`src/design/vga_timing_pkg.sv`:
```
// widths for the modeline inputs and counters; sums of all porches must fit in 16 bits
package vga_timing_pkg;

   ////////////////////
   // widths
   ////////////////////

   localparam int COORD_W = 16; // visible size and counter positions
   localparam int PORCH_W = 8;  // porches and sync widths

   ////////////////////
   // types
   ////////////////////

   typedef logic [COORD_W-1:0] coord_t;
   typedef logic [PORCH_W-1:0] porch_t;

endpackage

```
`src/design/vga_vram_pkg.sv`:
```
// colour, bank and queue definitions; bank depth is kept small and must stay a power of two
package vga_vram_pkg;

   ////////////////////
   // pixel format
   ////////////////////

   localparam int RGB_W = 24;            // r in [23:16], g in [15:8], b in [7:0]
   typedef logic [RGB_W-1:0] rgb_t;

   localparam rgb_t NO_VRAM_COLOR = 24'hFF0000; // fill on underflow

   ////////////////////
   // banks and lanes
   ////////////////////

   localparam int NUM_LANES  = 4;  // writer pixels per clock
   localparam int NUM_BANKS  = 6;
   localparam int BANK_DEPTH = 16;
   localparam int BANK_PTR_W = $clog2(BANK_DEPTH);

   typedef logic [2:0]            bank_idx_t;  // 0 .. NUM_BANKS-1
   typedef logic [BANK_PTR_W-1:0] bank_ptr_t;
   typedef logic [BANK_PTR_W:0]   used_t;      // one more bit so a full bank fits

   ////////////////////
   // accounting
   ////////////////////

   localparam int COUNT_W   = 24;
   localparam int MAX_BURST = 8;   // room a writer burst needs

   typedef logic [COUNT_W-1:0] queue_t;
   typedef logic [COUNT_W-1:0] pix_count_t;

   localparam queue_t READY_LEVEL = queue_t'(NUM_BANKS * BANK_DEPTH - MAX_BURST);

endpackage

```
`src/design/vga_timing_gen.sv`:
```
// progressive timing only; counters start at the visible area and advance on i_ce_pix alone
`timescale 1ns/100ps

module vga_timing_gen (
   input  logic                   i_clk_sys,
   input  logic                   i_vga_reset,
   input  logic                   i_ce_pix,
   input  vga_timing_pkg::coord_t i_h,
   input  vga_timing_pkg::porch_t i_hfp,
   input  vga_timing_pkg::porch_t i_hs,
   input  vga_timing_pkg::porch_t i_hbp,
   input  vga_timing_pkg::coord_t i_v,
   input  vga_timing_pkg::porch_t i_vfp,
   input  vga_timing_pkg::porch_t i_vs,
   input  vga_timing_pkg::porch_t i_vbp,
   output vga_timing_pkg::coord_t o_h_cnt,
   output vga_timing_pkg::coord_t o_v_cnt,
   output logic                   o_hsync,
   output logic                   o_vsync,
   output logic                   o_hblank,
   output logic                   o_vblank,
   output logic                   o_de
);

   vga_timing_pkg::coord_t h_cnt;
   vga_timing_pkg::coord_t v_cnt;
   vga_timing_pkg::coord_t h_sync_start;
   vga_timing_pkg::coord_t h_sync_end;
   vga_timing_pkg::coord_t h_last;
   vga_timing_pkg::coord_t v_sync_start;
   vga_timing_pkg::coord_t v_sync_end;
   vga_timing_pkg::coord_t v_last;
   logic                   hs_n;  // sync kept active low
   logic                   vs_n;
   logic                   hb;
   logic                   vb;

   ////////////////////
   // modeline limits
   ////////////////////

   assign h_sync_start = i_h + vga_timing_pkg::coord_t'(i_hfp);
   assign h_sync_end   = h_sync_start + vga_timing_pkg::coord_t'(i_hs);
   assign h_last       = h_sync_end + vga_timing_pkg::coord_t'(i_hbp) - 16'd1;

   assign v_sync_start = i_v + vga_timing_pkg::coord_t'(i_vfp);
   assign v_sync_end   = v_sync_start + vga_timing_pkg::coord_t'(i_vs);
   assign v_last       = v_sync_end + vga_timing_pkg::coord_t'(i_vbp) - 16'd1;

   // horizontal
   always_ff @(posedge i_clk_sys) begin
      if (i_vga_reset) begin
         h_cnt <= '0;
         hs_n  <= 1'b1;
         hb    <= 1'b1;
      end else if (i_ce_pix) begin
         if (h_cnt >= h_last) begin
            h_cnt <= '0;
         end else begin
            h_cnt <= h_cnt + 16'd1;
         end
         hs_n <= !((h_cnt >= h_sync_start) && (h_cnt < h_sync_end)); // one ce late
         hb   <= (h_cnt >= i_h);
      end
   end

   // vertical steps where hsync starts
   always_ff @(posedge i_clk_sys) begin
      if (i_vga_reset) begin
         v_cnt <= '0;
         vs_n  <= 1'b1;
         vb    <= 1'b1;
      end else if (i_ce_pix && (h_cnt == h_sync_start)) begin
         if (v_cnt >= v_last) begin
            v_cnt <= '0;
         end else begin
            v_cnt <= v_cnt + 16'd1;
         end
         vb   <= (v_cnt >= i_v);
         vs_n <= !((v_cnt >= v_sync_start) && (v_cnt < v_sync_end));
      end
   end

   assign o_h_cnt  = h_cnt;
   assign o_v_cnt  = v_cnt;
   assign o_hsync  = hs_n;
   assign o_vsync  = vs_n;
   assign o_hblank = hb;
   assign o_vblank = vb;
   assign o_de     = !(hb || vb);

endmodule

```
`src/design/vram_bank_fifo.sv`:
```
// single clock show-ahead FIFO; a write to a full bank is dropped and a read of an empty one ignored
`timescale 1ns/100ps

module vram_bank_fifo (
   input  logic               i_clk_sys,
   input  logic               i_clear,
   input  logic               i_wr,
   input  vga_vram_pkg::rgb_t i_data,
   input  logic               i_rd,
   output vga_vram_pkg::rgb_t o_data,
   output logic               o_empty,
   output logic               o_full,
   output vga_vram_pkg::used_t o_used
);

   vga_vram_pkg::rgb_t      mem [vga_vram_pkg::BANK_DEPTH];
   vga_vram_pkg::bank_ptr_t wr_ptr;
   vga_vram_pkg::bank_ptr_t rd_ptr;
   vga_vram_pkg::used_t     used;
   logic                    do_wr;
   logic                    do_rd;

   assign o_empty = (used == '0);
   assign o_full  = (used == vga_vram_pkg::used_t'(vga_vram_pkg::BANK_DEPTH));
   assign do_wr   = i_wr && !o_full;
   assign do_rd   = i_rd && !o_empty;

   assign o_data = mem[rd_ptr]; // head valid while not empty
   assign o_used = used;

   always_ff @(posedge i_clk_sys) begin
      if (do_wr) begin
         mem[wr_ptr] <= i_data;
      end
   end

   // pointers wrap on their own width
   always_ff @(posedge i_clk_sys) begin
      if (i_clear) begin
         wr_ptr <= '0;
         rd_ptr <= '0;
         used   <= '0;
      end else begin
         if (do_wr) begin
            wr_ptr <= wr_ptr + 1'b1;
         end
         if (do_rd) begin
            rd_ptr <= rd_ptr + 1'b1;
         end
         used <= used + vga_vram_pkg::used_t'(do_wr) - vga_vram_pkg::used_t'(do_rd);
      end
   end

endmodule

```
`src/design/vram_write_distributor.sv`:
```
// wren must be contiguous from lane 0; strobes are combinational so the bank sees a write next clock
`timescale 1ns/100ps

module vram_write_distributor (
   input  logic                                    i_clk_sys,
   input  logic                                    i_clear,
   input  logic [vga_vram_pkg::NUM_LANES-1:0]      i_vram_wren,
   input  vga_vram_pkg::rgb_t                      i_vram_rgb [vga_vram_pkg::NUM_LANES],
   input  vga_vram_pkg::pix_count_t                i_frame_pixels,
   output logic [vga_vram_pkg::NUM_BANKS-1:0]      o_bank_wr,
   output vga_vram_pkg::rgb_t                      o_bank_data [vga_vram_pkg::NUM_BANKS],
   output vga_vram_pkg::pix_count_t                o_vram_pixels,
   output logic                                    o_vram_end_frame
);

   vga_vram_pkg::bank_idx_t  wr_ptr;
   vga_vram_pkg::bank_idx_t  lane_bank [vga_vram_pkg::NUM_LANES];
   logic [2:0]               lane_cnt;   // pixels this clock
   vga_vram_pkg::pix_count_t pix_cnt;

   // bank index plus a step, modulo the bank count
   function automatic vga_vram_pkg::bank_idx_t bank_step(input vga_vram_pkg::bank_idx_t base,
                                                          input logic [2:0] step);
      logic [3:0] sum;
      sum = {1'b0, base} + {1'b0, step};
      if (sum >= 4'(vga_vram_pkg::NUM_BANKS)) begin
         sum = sum - 4'(vga_vram_pkg::NUM_BANKS);
      end
      return sum[2:0];
   endfunction

   always_comb begin
      lane_cnt = '0;
      for (int k = 0; k < vga_vram_pkg::NUM_LANES; k++) begin
         lane_bank[k] = bank_step(wr_ptr, 3'(k));
         lane_cnt     = lane_cnt + 3'(i_vram_wren[k]);
      end
   end

   ////////////////////
   // lane to bank map
   ////////////////////

   always_comb begin
      for (int b = 0; b < vga_vram_pkg::NUM_BANKS; b++) begin
         o_bank_wr[b]   = 1'b0;
         o_bank_data[b] = i_vram_rgb[0];
         for (int k = 0; k < vga_vram_pkg::NUM_LANES; k++) begin
            if (i_vram_wren[k] && (lane_bank[k] == vga_vram_pkg::bank_idx_t'(b))) begin
               o_bank_wr[b]   = 1'b1;
               o_bank_data[b] = i_vram_rgb[k];
            end
         end
      end
   end

   // rotate pointer, count frame pixels
   always_ff @(posedge i_clk_sys) begin
      if (i_clear) begin
         wr_ptr  <= '0;
         pix_cnt <= '0;
      end else if (lane_cnt != '0) begin
         wr_ptr <= bank_step(wr_ptr, lane_cnt);
         if (o_vram_end_frame) begin
            pix_cnt <= vga_vram_pkg::pix_count_t'(lane_cnt); // next frame starts
         end else begin
            pix_cnt <= pix_cnt + vga_vram_pkg::pix_count_t'(lane_cnt);
         end
      end
   end

   assign o_vram_pixels    = pix_cnt;
   assign o_vram_end_frame = (pix_cnt >= i_frame_pixels);

endmodule

```
`src/design/vram_read_sequencer.sv`:
```
// VRAM output arms in a vblank with a non-empty queue; the lost-sync flag only clears on a reset
`timescale 1ns/100ps

module vram_read_sequencer (
   input  logic                               i_clk_sys,
   input  logic                               i_vga_reset,
   input  logic                               i_vram_reset,
   input  logic                               i_ce_pix,
   input  logic                               i_vram_active,
   input  logic                               i_de,
   input  logic                               i_vblank,
   input  vga_vram_pkg::rgb_t                 i_rgb_in,
   input  vga_vram_pkg::rgb_t                 i_bank_data [vga_vram_pkg::NUM_BANKS],
   input  logic [vga_vram_pkg::NUM_BANKS-1:0] i_bank_empty,
   input  vga_vram_pkg::queue_t               i_queue,
   output logic [vga_vram_pkg::NUM_BANKS-1:0] o_bank_rd,
   output vga_vram_pkg::rgb_t                 o_pixel,
   output logic                               o_vram_synced
);

   vga_vram_pkg::bank_idx_t rd_ptr;
   logic                    vram_run;   // output started
   logic                    sync_lost;
   logic                    vram_slot;  // enabled visible cycle while running
   logic                    head_ok;
   vga_vram_pkg::rgb_t      pixel;

   assign vram_slot = i_ce_pix && i_vram_active && i_de && vram_run;
   assign head_ok   = !i_bank_empty[rd_ptr];

   always_comb begin
      for (int b = 0; b < vga_vram_pkg::NUM_BANKS; b++) begin
         o_bank_rd[b] = vram_slot && head_ok && (rd_ptr == vga_vram_pkg::bank_idx_t'(b));
      end
   end

   ////////////////////
   // read control
   ////////////////////

   always_ff @(posedge i_clk_sys) begin
      if (i_vga_reset || i_vram_reset) begin
         rd_ptr    <= '0;
         vram_run  <= 1'b0;
         sync_lost <= 1'b0;
      end else if (i_ce_pix && i_vram_active) begin
         if (i_vblank && (i_queue != '0)) begin
            vram_run <= 1'b1; // first line of the next frame
         end
         if (vram_slot) begin
            if (!head_ok) begin
               sync_lost <= 1'b1;
            end else if (rd_ptr == vga_vram_pkg::bank_idx_t'(vga_vram_pkg::NUM_BANKS - 1)) begin
               rd_ptr <= '0;
            end else begin
               rd_ptr <= rd_ptr + 3'd1;
            end
         end
      end
   end

   // pixel out, zero in blanking
   always_ff @(posedge i_clk_sys) begin
      if (i_vga_reset) begin
         pixel <= '0;
      end else if (i_ce_pix) begin
         if (!i_de) begin
            pixel <= '0;
         end else if (!i_vram_active) begin
            pixel <= i_rgb_in;                   // direct mode
         end else if (!vram_run) begin
            pixel <= '0;
         end else if (head_ok) begin
            pixel <= i_bank_data[rd_ptr];
         end else begin
            pixel <= vga_vram_pkg::NO_VRAM_COLOR; // underflow
         end
      end
   end

   assign o_pixel       = pixel;
   assign o_vram_synced = !sync_lost;

endmodule

```
`src/design/vga_vram_top.sv`:
```
// writer must honour o_vram_ready; o_vga_pixels is taken from the modeline only on a reset
`timescale 1ns/100ps

module vga_vram_top (
   input  logic                               i_clk_sys,
   input  logic                               vga_reset,
   input  logic                               i_ce_pix,
   input  logic                               i_vram_reset,
   input  logic                               i_vram_active,
   input  vga_timing_pkg::coord_t             i_h,
   input  vga_timing_pkg::porch_t             i_hfp,
   input  vga_timing_pkg::porch_t             i_hs,
   input  vga_timing_pkg::porch_t             i_hbp,
   input  vga_timing_pkg::coord_t             i_v,
   input  vga_timing_pkg::porch_t             i_vfp,
   input  vga_timing_pkg::porch_t             i_vs,
   input  vga_timing_pkg::porch_t             i_vbp,
   input  logic [vga_vram_pkg::NUM_LANES-1:0] i_vram_wren,
   input  vga_vram_pkg::rgb_t                 i_vram_rgb [vga_vram_pkg::NUM_LANES],
   input  vga_vram_pkg::rgb_t                 i_rgb_in,
   output logic                               o_hsync,
   output logic                               o_vsync,
   output logic                               o_hblank,
   output logic                               o_vblank,
   output logic                               o_vga_de,
   output vga_timing_pkg::coord_t             o_vcount,
   output logic [7:0]                         o_r,
   output logic [7:0]                         o_g,
   output logic [7:0]                         o_b,
   output logic                               o_vram_ready,
   output vga_vram_pkg::queue_t               o_vram_queue,
   output vga_vram_pkg::pix_count_t           o_vram_pixels,
   output logic                               o_vram_end_frame,
   output logic                               o_vram_synced,
   output vga_vram_pkg::pix_count_t           o_vga_pixels
);

   logic                               bank_clear;
   logic                               vblank;
   logic                               de;
   logic [vga_vram_pkg::NUM_BANKS-1:0] bank_wr;
   logic [vga_vram_pkg::NUM_BANKS-1:0] bank_rd;
   logic [vga_vram_pkg::NUM_BANKS-1:0] bank_empty;
   logic [vga_vram_pkg::NUM_BANKS-1:0] bank_full;
   vga_vram_pkg::rgb_t                 bank_wdata [vga_vram_pkg::NUM_BANKS];
   vga_vram_pkg::rgb_t                 bank_rdata [vga_vram_pkg::NUM_BANKS];
   vga_vram_pkg::used_t                bank_used  [vga_vram_pkg::NUM_BANKS];
   vga_vram_pkg::queue_t               queue_sum;
   vga_vram_pkg::pix_count_t           vga_pixels;
   vga_vram_pkg::rgb_t                 pixel;

   assign bank_clear = vga_reset || i_vram_reset;

   // pixels per frame
   always_ff @(posedge i_clk_sys) begin
      if (bank_clear) begin
         vga_pixels <= vga_vram_pkg::pix_count_t'(i_h) * vga_vram_pkg::pix_count_t'(i_v);
      end
   end

   vga_timing_gen u_timing (
      .i_clk_sys (i_clk_sys),
      .i_vga_reset (vga_reset),
      .i_ce_pix (i_ce_pix),
      .i_h (i_h),
      .i_hfp (i_hfp),
      .i_hs (i_hs),
      .i_hbp (i_hbp),
      .i_v (i_v),
      .i_vfp (i_vfp),
      .i_vs (i_vs),
      .i_vbp (i_vbp),
      .o_h_cnt (),
      .o_v_cnt (o_vcount),
      .o_hsync (o_hsync),
      .o_vsync (o_vsync),
      .o_hblank (o_hblank),
      .o_vblank (vblank),
      .o_de (de)
   );

   vram_write_distributor u_distributor (
      .i_clk_sys (i_clk_sys),
      .i_clear (bank_clear),
      .i_vram_wren (i_vram_wren),
      .i_vram_rgb (i_vram_rgb),
      .i_frame_pixels (vga_pixels),
      .o_bank_wr (bank_wr),
      .o_bank_data (bank_wdata),
      .o_vram_pixels (o_vram_pixels),
      .o_vram_end_frame (o_vram_end_frame)
   );

   ////////////////////
   // bank FIFOs
   ////////////////////

   for (genvar b = 0; b < vga_vram_pkg::NUM_BANKS; b++) begin : g_bank
      vram_bank_fifo u_fifo (
         .i_clk_sys (i_clk_sys),
         .i_clear (bank_clear),
         .i_wr (bank_wr[b]),
         .i_data (bank_wdata[b]),
         .i_rd (bank_rd[b]),
         .o_data (bank_rdata[b]),
         .o_empty (bank_empty[b]),
         .o_full (bank_full[b]),
         .o_used (bank_used[b])
      );
   end

   always_comb begin
      queue_sum = '0;
      for (int b = 0; b < vga_vram_pkg::NUM_BANKS; b++) begin
         queue_sum = queue_sum + vga_vram_pkg::queue_t'(bank_used[b]);
      end
   end

   vram_read_sequencer u_sequencer (
      .i_clk_sys (i_clk_sys),
      .i_vga_reset (vga_reset),
      .i_vram_reset (i_vram_reset),
      .i_ce_pix (i_ce_pix),
      .i_vram_active (i_vram_active),
      .i_de (de),
      .i_vblank (vblank),
      .i_rgb_in (i_rgb_in),
      .i_bank_data (bank_rdata),
      .i_bank_empty (bank_empty),
      .i_queue (queue_sum),
      .o_bank_rd (bank_rd),
      .o_pixel (pixel),
      .o_vram_synced (o_vram_synced)
   );

   assign o_vblank     = vblank;
   assign o_vga_de     = de;
   assign o_r          = pixel[23:16];
   assign o_g          = pixel[15:8];
   assign o_b          = pixel[7:0];
   assign o_vram_queue = queue_sum;
   assign o_vram_ready = (queue_sum < vga_vram_pkg::READY_LEVEL); // headroom
   assign o_vga_pixels = vga_pixels;

endmodule

```
`config.mk`:
```
export PLATFORM = sky130hd
export DESIGN_NAME = vga_vram_top
export DESIGN_NICKNAME = d
export VERILOG_FILES = /design/src/design/vga_timing_pkg.sv /design/src/design/vga_vram_pkg.sv /design/src/design/vga_timing_gen.sv /design/src/design/vram_bank_fifo.sv /design/src/design/vram_write_distributor.sv /design/src/design/vram_read_sequencer.sv /design/src/design/vga_vram_top.sv
export SDC_FILE = /design/constraint.sdc
export NUM_CORES = 2
export LEC_CHECK = 0
export ABC_AREA = 0
export BUFFER_PORTS_ARGS = -buffer_cell sky130_fd_sc_hd__clkbuf_2
export CAP_MARGIN = 0
export CORE_MARGIN = 2
export CORE_UTILIZATION = 35
export DETAILED_ROUTE_END_ITERATION = 12
export HOLD_SLACK_MARGIN = 0.12
export PLACE_DENSITY = 0.61
export RECOVER_POWER = 50
export SETUP_SLACK_MARGIN = 0.05
export SLEW_MARGIN = 10
export SYNTH_ARGS = -nofsm -noshare
export SYNTH_HDL_FRONTEND = slang
export SYNTH_SLANG_ARGS = --single-unit
export TNS_END_PERCENT = 100
```
`constraint.sdc`:
```
create_clock -name i_clk_sys -period 22.3 [get_ports i_clk_sys]
set_input_delay 4.46 -clock i_clk_sys [delete_from_list [all_inputs] [get_ports i_clk_sys]]
set_output_delay 4.46 -clock i_clk_sys [all_outputs]
set_load 0.01 [all_outputs]
```
* Word level (Yosys, flattened, before mapping) *
Memories as Yosys holds them, arrays and structs flattened. A register that Yosys moved wholly into a read port is not among the register bits.
Cells that the tools add are included.
Widths: inputs -> output; s select.

operators by class
  muxes and demuxes = 84
  magnitude comparators = 17
  multipliers = 1
  eq/ne operators = 32
  reductions and logical operators = 85
  add/subtract/negate cells = 53
  bitwise logic cells = 2

operators with widths
  operator               number
  $mux 24                25
  $add 16x8->16          6
  $ge 16x16->1           6
  $bmux 24 s3            1
  $logic_and 1x1->1      50
  $add 4x1->4 const B    12
  $mux 4                 12
  $mux 1                 37
  $add 16x1->16 const B  2
  $lt 16x16->1           2
  $mux 16                2
  $sub 16x1->16 const B  2
  $add 5x1->5            6
  $eq 3x2->1 const B     10
  $eq 3x3->1 const B     10
  $eq 5x5->1 const B     6
  $logic_not 5->1        6
  $sub 5x1->5            6
  $add 24x3->24          1
  $ge 24x24->1           1
  $mul 16x16->24         1
  $reduce_bool 24->1     1
  $mux 3                 6
  $logic_not 1->1        17
  27 further kinds       46

storage, ports and cells
  word-level logic and storage cells = 311
  flip-flop bits (word level) = 194
  memories = 6
  output and inout bits = 120
  input bits = 209
  bits in writable memories = 2304

memory list
  name                  words  bits a word  rd ports  clocked after Yosys merged registers in  write ports  RTL line              RTL
  g_bank[0].u_fifo.mem  16     24           1         1                                        1            vram_bank_fifo.sv:16  vga_vram_pkg::rgb_t mem [vga_vram_pkg::BANK_DEPTH];
  g_bank[1].u_fifo.mem  16     24           1         1                                        1            vram_bank_fifo.sv:16
  g_bank[2].u_fifo.mem  16     24           1         1                                        1            vram_bank_fifo.sv:16
  g_bank[3].u_fifo.mem  16     24           1         1                                        1            vram_bank_fifo.sv:16
  g_bank[4].u_fifo.mem  16     24           1         1                                        1            vram_bank_fifo.sv:16
  g_bank[5].u_fifo.mem  16     24           1         1                                        1            vram_bank_fifo.sv:16

* Logic depth before layout (Yosys ltp) *
  depth in word-level cells = 11
  depth in mapped cells = 30
  gate-level depth less buffers = 28

* By module *
A second synthesis with hierarchy kept.

unflattened totals
  cell total of the unflattened synthesis = 7500
  area, all modules = 118332.2 sq um

by module, submodules not included
  module                  times used  area each (sq um)  seq. area each (sq um)  cells an instance
  vram_bank_fifo          6           15263.4            11871.4                 697
  vga_vram_top            1           8476.9             720.7                   916
  vga_timing_gen          1           8406.8             720.7                   1071
  vram_write_distributor  1           7200.7             540.5                   986
  vram_read_sequencer     1           2667.6             580.6                   345

* Worst setup path after synthesis *
Ideal clock, no wire load.

  kind = in2reg
  from = input port i_h[0]
  to = register u_timing.h_cnt[10] (netlist: u_timing.o_h_cnt[10])
  setup slack = 12038 ps
  setup time = 65 ps
  buffers on the path = 1
  data arrival time = 10197 ps
  required time = 22235 ps
  cell stages on the path = 26
  cells stage by stage = ha_1 > fa_1 > a211oi_1 > o21bai_1 > a21oi_1 > xnor2_1 > ha_1 > o21a_1 > nor2_1 > a21oi_1 > xnor2_1 > inv_1 > ha_1 > o41ai_1 > a211o_1 > a311oi_2 > o31ai_1 > nor2_1 > nand4b_1 > ha_1 > a2111oi_0 > o21ai_0 > o31a_1 > a21o_1 > clkbuf_1 > nor2_1

between the ends
  word-level cells in the longest chain between the ends = 6

ends and longest elaborated chain
  item                  RTL line              RTL
  start, declared       vga_vram_top.sv:10    input vga_timing_pkg::coord_t i_h,
  $add 16x8->16         vga_timing_gen.sv:42  assign h_sync_start = i_h + vga_timing_pkg::coord_t'(i_hfp);
  $add 16x8->16         vga_timing_gen.sv:43  assign h_sync_end = h_sync_start + vga_timing_pkg::coord_t'(i_hs);
  $add 16x8->16         vga_timing_gen.sv:44  assign h_last = h_sync_end + vga_timing_pkg::coord_t'(i_hbp) - 16'd1;
  $sub 16x1->16         vga_timing_gen.sv:44
  $ge 16x16->1          vga_timing_gen.sv:57  if (h_cnt >= h_last) begin
  $mux 16               vga_timing_gen.sv:57
  end signal, assigned  vga_timing_gen.sv:60  h_cnt <= h_cnt + 16'd1;
  end, declared         vga_timing_gen.sv:25  vga_timing_pkg::coord_t h_cnt;

No other way between the ends.
A chain may end at the register's enable or synchronous reset.

* Final worst setup path *
  from = input port i_v[0]
  to = register u_timing.v_cnt[2] (netlist: u_timing.o_v_cnt[2])

between the ends
  word-level cells in the longest chain between the ends = 6

ends and longest elaborated chain
  item                  RTL line              RTL
  start, declared       vga_vram_top.sv:14    input vga_timing_pkg::coord_t i_v,
  $add 16x8->16         vga_timing_gen.sv:46  assign v_sync_start = i_v + vga_timing_pkg::coord_t'(i_vfp);
  $add 16x8->16         vga_timing_gen.sv:47  assign v_sync_end = v_sync_start + vga_timing_pkg::coord_t'(i_vs);
  $add 16x8->16         vga_timing_gen.sv:48  assign v_last = v_sync_end + vga_timing_pkg::coord_t'(i_vbp) - 16'd1;
  $sub 16x1->16         vga_timing_gen.sv:48
  $ge 16x16->1          vga_timing_gen.sv:74  if (v_cnt >= v_last) begin
  $mux 16               vga_timing_gen.sv:74
  end signal, assigned  vga_timing_gen.sv:77  v_cnt <= v_cnt + 16'd1;
  end, declared         vga_timing_gen.sv:26  vga_timing_pkg::coord_t v_cnt;

No other way between the ends.

==> run summary <==
drt wl/cell - 27.8 um
Pre-antenna DRT Iters - 8
Max Cap Viol - 45
Worst setup SP type - primary input
failing checks - capacitance limit, slew limit
first-pass GRT wire length - 480,000 um
final period utilization - 49.4%
clk_lat worst skew - 0.91 ns
Final Max Slew Viols - 930
final setup violation count - 0
Final Wtd Congestion - 0.902
Yosys reg bits - 2,522
worst hold path class - reg -> reg
global route overflow - 0
Critical Path AT - 11.60 ns
dpl ws - 10.82 ns
die span in x - 581 um
Synth top area share - 60.0%
die footprint - 0.337 mm2
crit path kind - in -> reg
number of synthesized flops with an enable pin - 2,328
nets - 8,376
Power Density - 98.3 mW/mm2
starting density of the core - 35.2%
Core Area - 0.331 mm2
Design Power - 13.0 mW
commonest non-fill, non-tap cell in the layout - edfxtp_1
sequential fraction of the synthesis area - 63.4%
Synth area leader - edfxtp_1
Leak - 44.4 nW
CP required - 22.88 ns
share of cells above drive strength 1 - 20.7%
Netlist cell types - 98
synth top area cells - edfxtp_1 60%, mux4_2 14%, ha_1 4.0%, fa_1 3.5%, dfxtp_1 3.3%
largest fanout on the critical path - 18
TritonCTS Buffers - 272
RSZ-0062 raised after global routing - no
initial antenna violation count - 46
H-tree lvl count - 5
Detail Placement HPWL - 220,000 um
largest net degree at the start of global routing - 74
Antenna Nets Post-Route - 0
area delta synth->final - 14.0%
Syn Inst Count - 7,109
Clock Path Buffers - 4
Final Skew - 0.0968 ns
port bufs - 312
Post-synth top flop - edfxtp_1
DRT Wirelength - 339,000 um
GRT Util Overall - 19.7%
Post-CTS Resized - 0
filler instances - 29,800
status - finished, violations left
Least-Margin Pin Slew - 3.62 ns
Worst-path clk slew - 0.06 ns
DRC violations left - 0
Peak supply drop - 0.129 mV
critical path endpoint category - flop
final instance area - 0.133 mm2
DR iter-0 viols - 7,830
relative slew slack - -141%
Post-synth ARST share - 0%
CTS tree - built
Hold Buf Count CTS - 0
post-CTS repair timing setup buffer count - 0
vias - 67,500
Root Buffer - clkbuf_16
Mapped Area - 0.116 mm2
number of warnings issued by yosys - 0
vias in the first global route - 66,800
commonest cells after routing, fill and taps aside - 2,328 x edfxtp_1, 734 x mux4_2, 602 x nand2_1
fmax - 90.7 MHz
FP Rows - 211
Die Ht - 581 um
Avg Inst Size Synth - 16.4 um2
Hold WS - 0.500 ns
Final TNS setup - 0 ns
I/O Pins - 329
Final min period - 11.02 ns
Post-DP Area - 0.125 mm2
worst setup margin - 11.28 ns
Via density - 5.53
Final Hold Vio Count - 0
clk sinks - 2,522
==> cell usage after synthesis (7+ instances only) <==
cell and count:
o211ai_1 14, o21ai_0 250, clkbuf_1 245, o221ai_1 11, fa_1 203, o21a_1 13, a221o_1 11, xor2_1 107
a22oi_1 21, inv_1 437, buf_2 56, mux2_2 8, ha_1 368, edfxtp_1 2328, o22ai_1 52, o21bai_1 11
nand2_1 605, a211o_1 9, a211oi_1 33, buf_1 35, a21oi_1 107, nand4_1 33, mux4_2 734, nor4_1 12
xnor2_1 123, nand2b_1 33, clkinv_1 8, and2_1 67, dfxtp_1 194, nor2b_1 25, a41oi_1 7, nor3_1 53
mux2i_1 116, a222oi_1 25, and3_1 25, o31ai_1 9, and4_1 11, buf_4 21, or3_1 15, a21o_1 79
nor2_1 374, nand3_1 51, o2111ai_1 7, a31oi_1 55
==> flip-flops by register name (all words and copies together), names as in the netlist, 3 cells and up, named ones only <==
name,flops
g_bank.u_fifo.mem,2304
g_bank.u_fifo.o_used,30
g_bank.u_fifo.rd_ptr,24
g_bank.u_fifo.wr_ptr,24
o_vga_pixels,24
u_distributor.o_vram_pixels,24
u_distributor.wr_ptr,3
u_sequencer.o_pixel,24
u_sequencer.rd_ptr,3
u_timing.o_h_cnt,16
u_timing.o_v_cnt,16
==> worst max-delay path, cell delays in order <==
cell and delay [ns]:
clkbuf_1 0.67, ha_1 0.32, a21oi_1 0.10, o2111a_1 0.32, o21ai_0 0.39, a21oi_1 0.15
xnor2_1 0.23, ha_1 0.33, nand3_1 0.12, o2bb2ai_1 0.07, a211oi_1 0.68, nor2_1 0.14
xor2_1 0.40, inv_1 0.12, ha_1 0.31, a21o_1 0.18, a41oi_1 0.19, a21boi_1 0.35
o21a_1 0.21, o211a_1 0.18, a211oi_1 0.05, ha_1 0.29, o21ai_0 0.12, o311ai_2 0.98
a211oi_1 0.21
==> cell type report <==
cell class	count	area, um2	share of cell area, %
Sequential cell	2522	73800	55.6
Multi-Input combinational cell	3796	40000	30.1
Clock buffer	345	7300	5.50
Tap cell	4366	5460	4.11
Timing Repair Buffer	555	2870	2.16
Inverter	449	1690	1.27
Clock inverter	149	1530	1.15
Antenna cell	25	62.6	0.0471
==> where the power goes <==
part,switching [mW],total (mW),internal (mW)
combinational,1.88,2.93,1.05
sequential,0.0442,5.65,5.61
clock,1.87,4.47,2.61
total,3.79,13.0,9.26
==> per-stage QoR <==
step | util [%] | instances
after floorplan | - | 7124
after global placement | 37.6 | 11700
after detailed placement | 37.6 | 11700
after CTS | 40.3 | 12200
after global routing | 40.1 | 12200
final | 40.1 | 12200
==> per-layer routing <==
metal,GRT usage (%),up-vias,part of all wire [%]
li1,-,28500,-
met1,26.1,35100,39
met2,31.1,3244,46
met3,4.44,659,9.5
met4,8.23,24,4.9
met5,0,-,0.047
==> worst paths after layout <==
path / start / end / slack (ns) / cells past startpoint
setup / recovery: i_v[0] / u_timing.o_v_cnt[2]$_SDFFE_PP0P_ / 11.28 / 25
hold / removal: u_sequencer.vram_run$_SDFFE_PP0P_ / u_sequencer.vram_run$_SDFFE_PP0P_ / 0.50 / 2
setup reg to reg: u_distributor.wr_ptr[0]$_SDFFE_PP0P_ / g_bank[0].u_fifo.mem[4][13]$_DFFE_PP_ / 14.52 / 11
hold reg to reg: u_sequencer.vram_run$_SDFFE_PP0P_ / u_sequencer.vram_run$_SDFFE_PP0P_ / 0.50 / 2
==> cell families (layout without fill, tap and decap cells) <==
| group | count (synthesis) | count (layout) | synth area share [%] |
|---|---|---|---|
| AO/OA/AOI/OAI | 773 | 773 | 4.33 |
| XOR/XNOR | 231 | 231 | 1.74 |
| adder cells (fa/ha/maj) | 575 | 575 | 7.48 |
| buffers and inverters | 806 | 1498 | 2.73 |
| flip-flops | 2522 | 2522 | 63.4 |
| multiplexers | 858 | 858 | 15.3 |
| other | 1 | 41 | 0.00322 |
| AND/OR/NAND/NOR | 1343 | 1343 | 5.08 |
(Power assumes the default switching activity.)
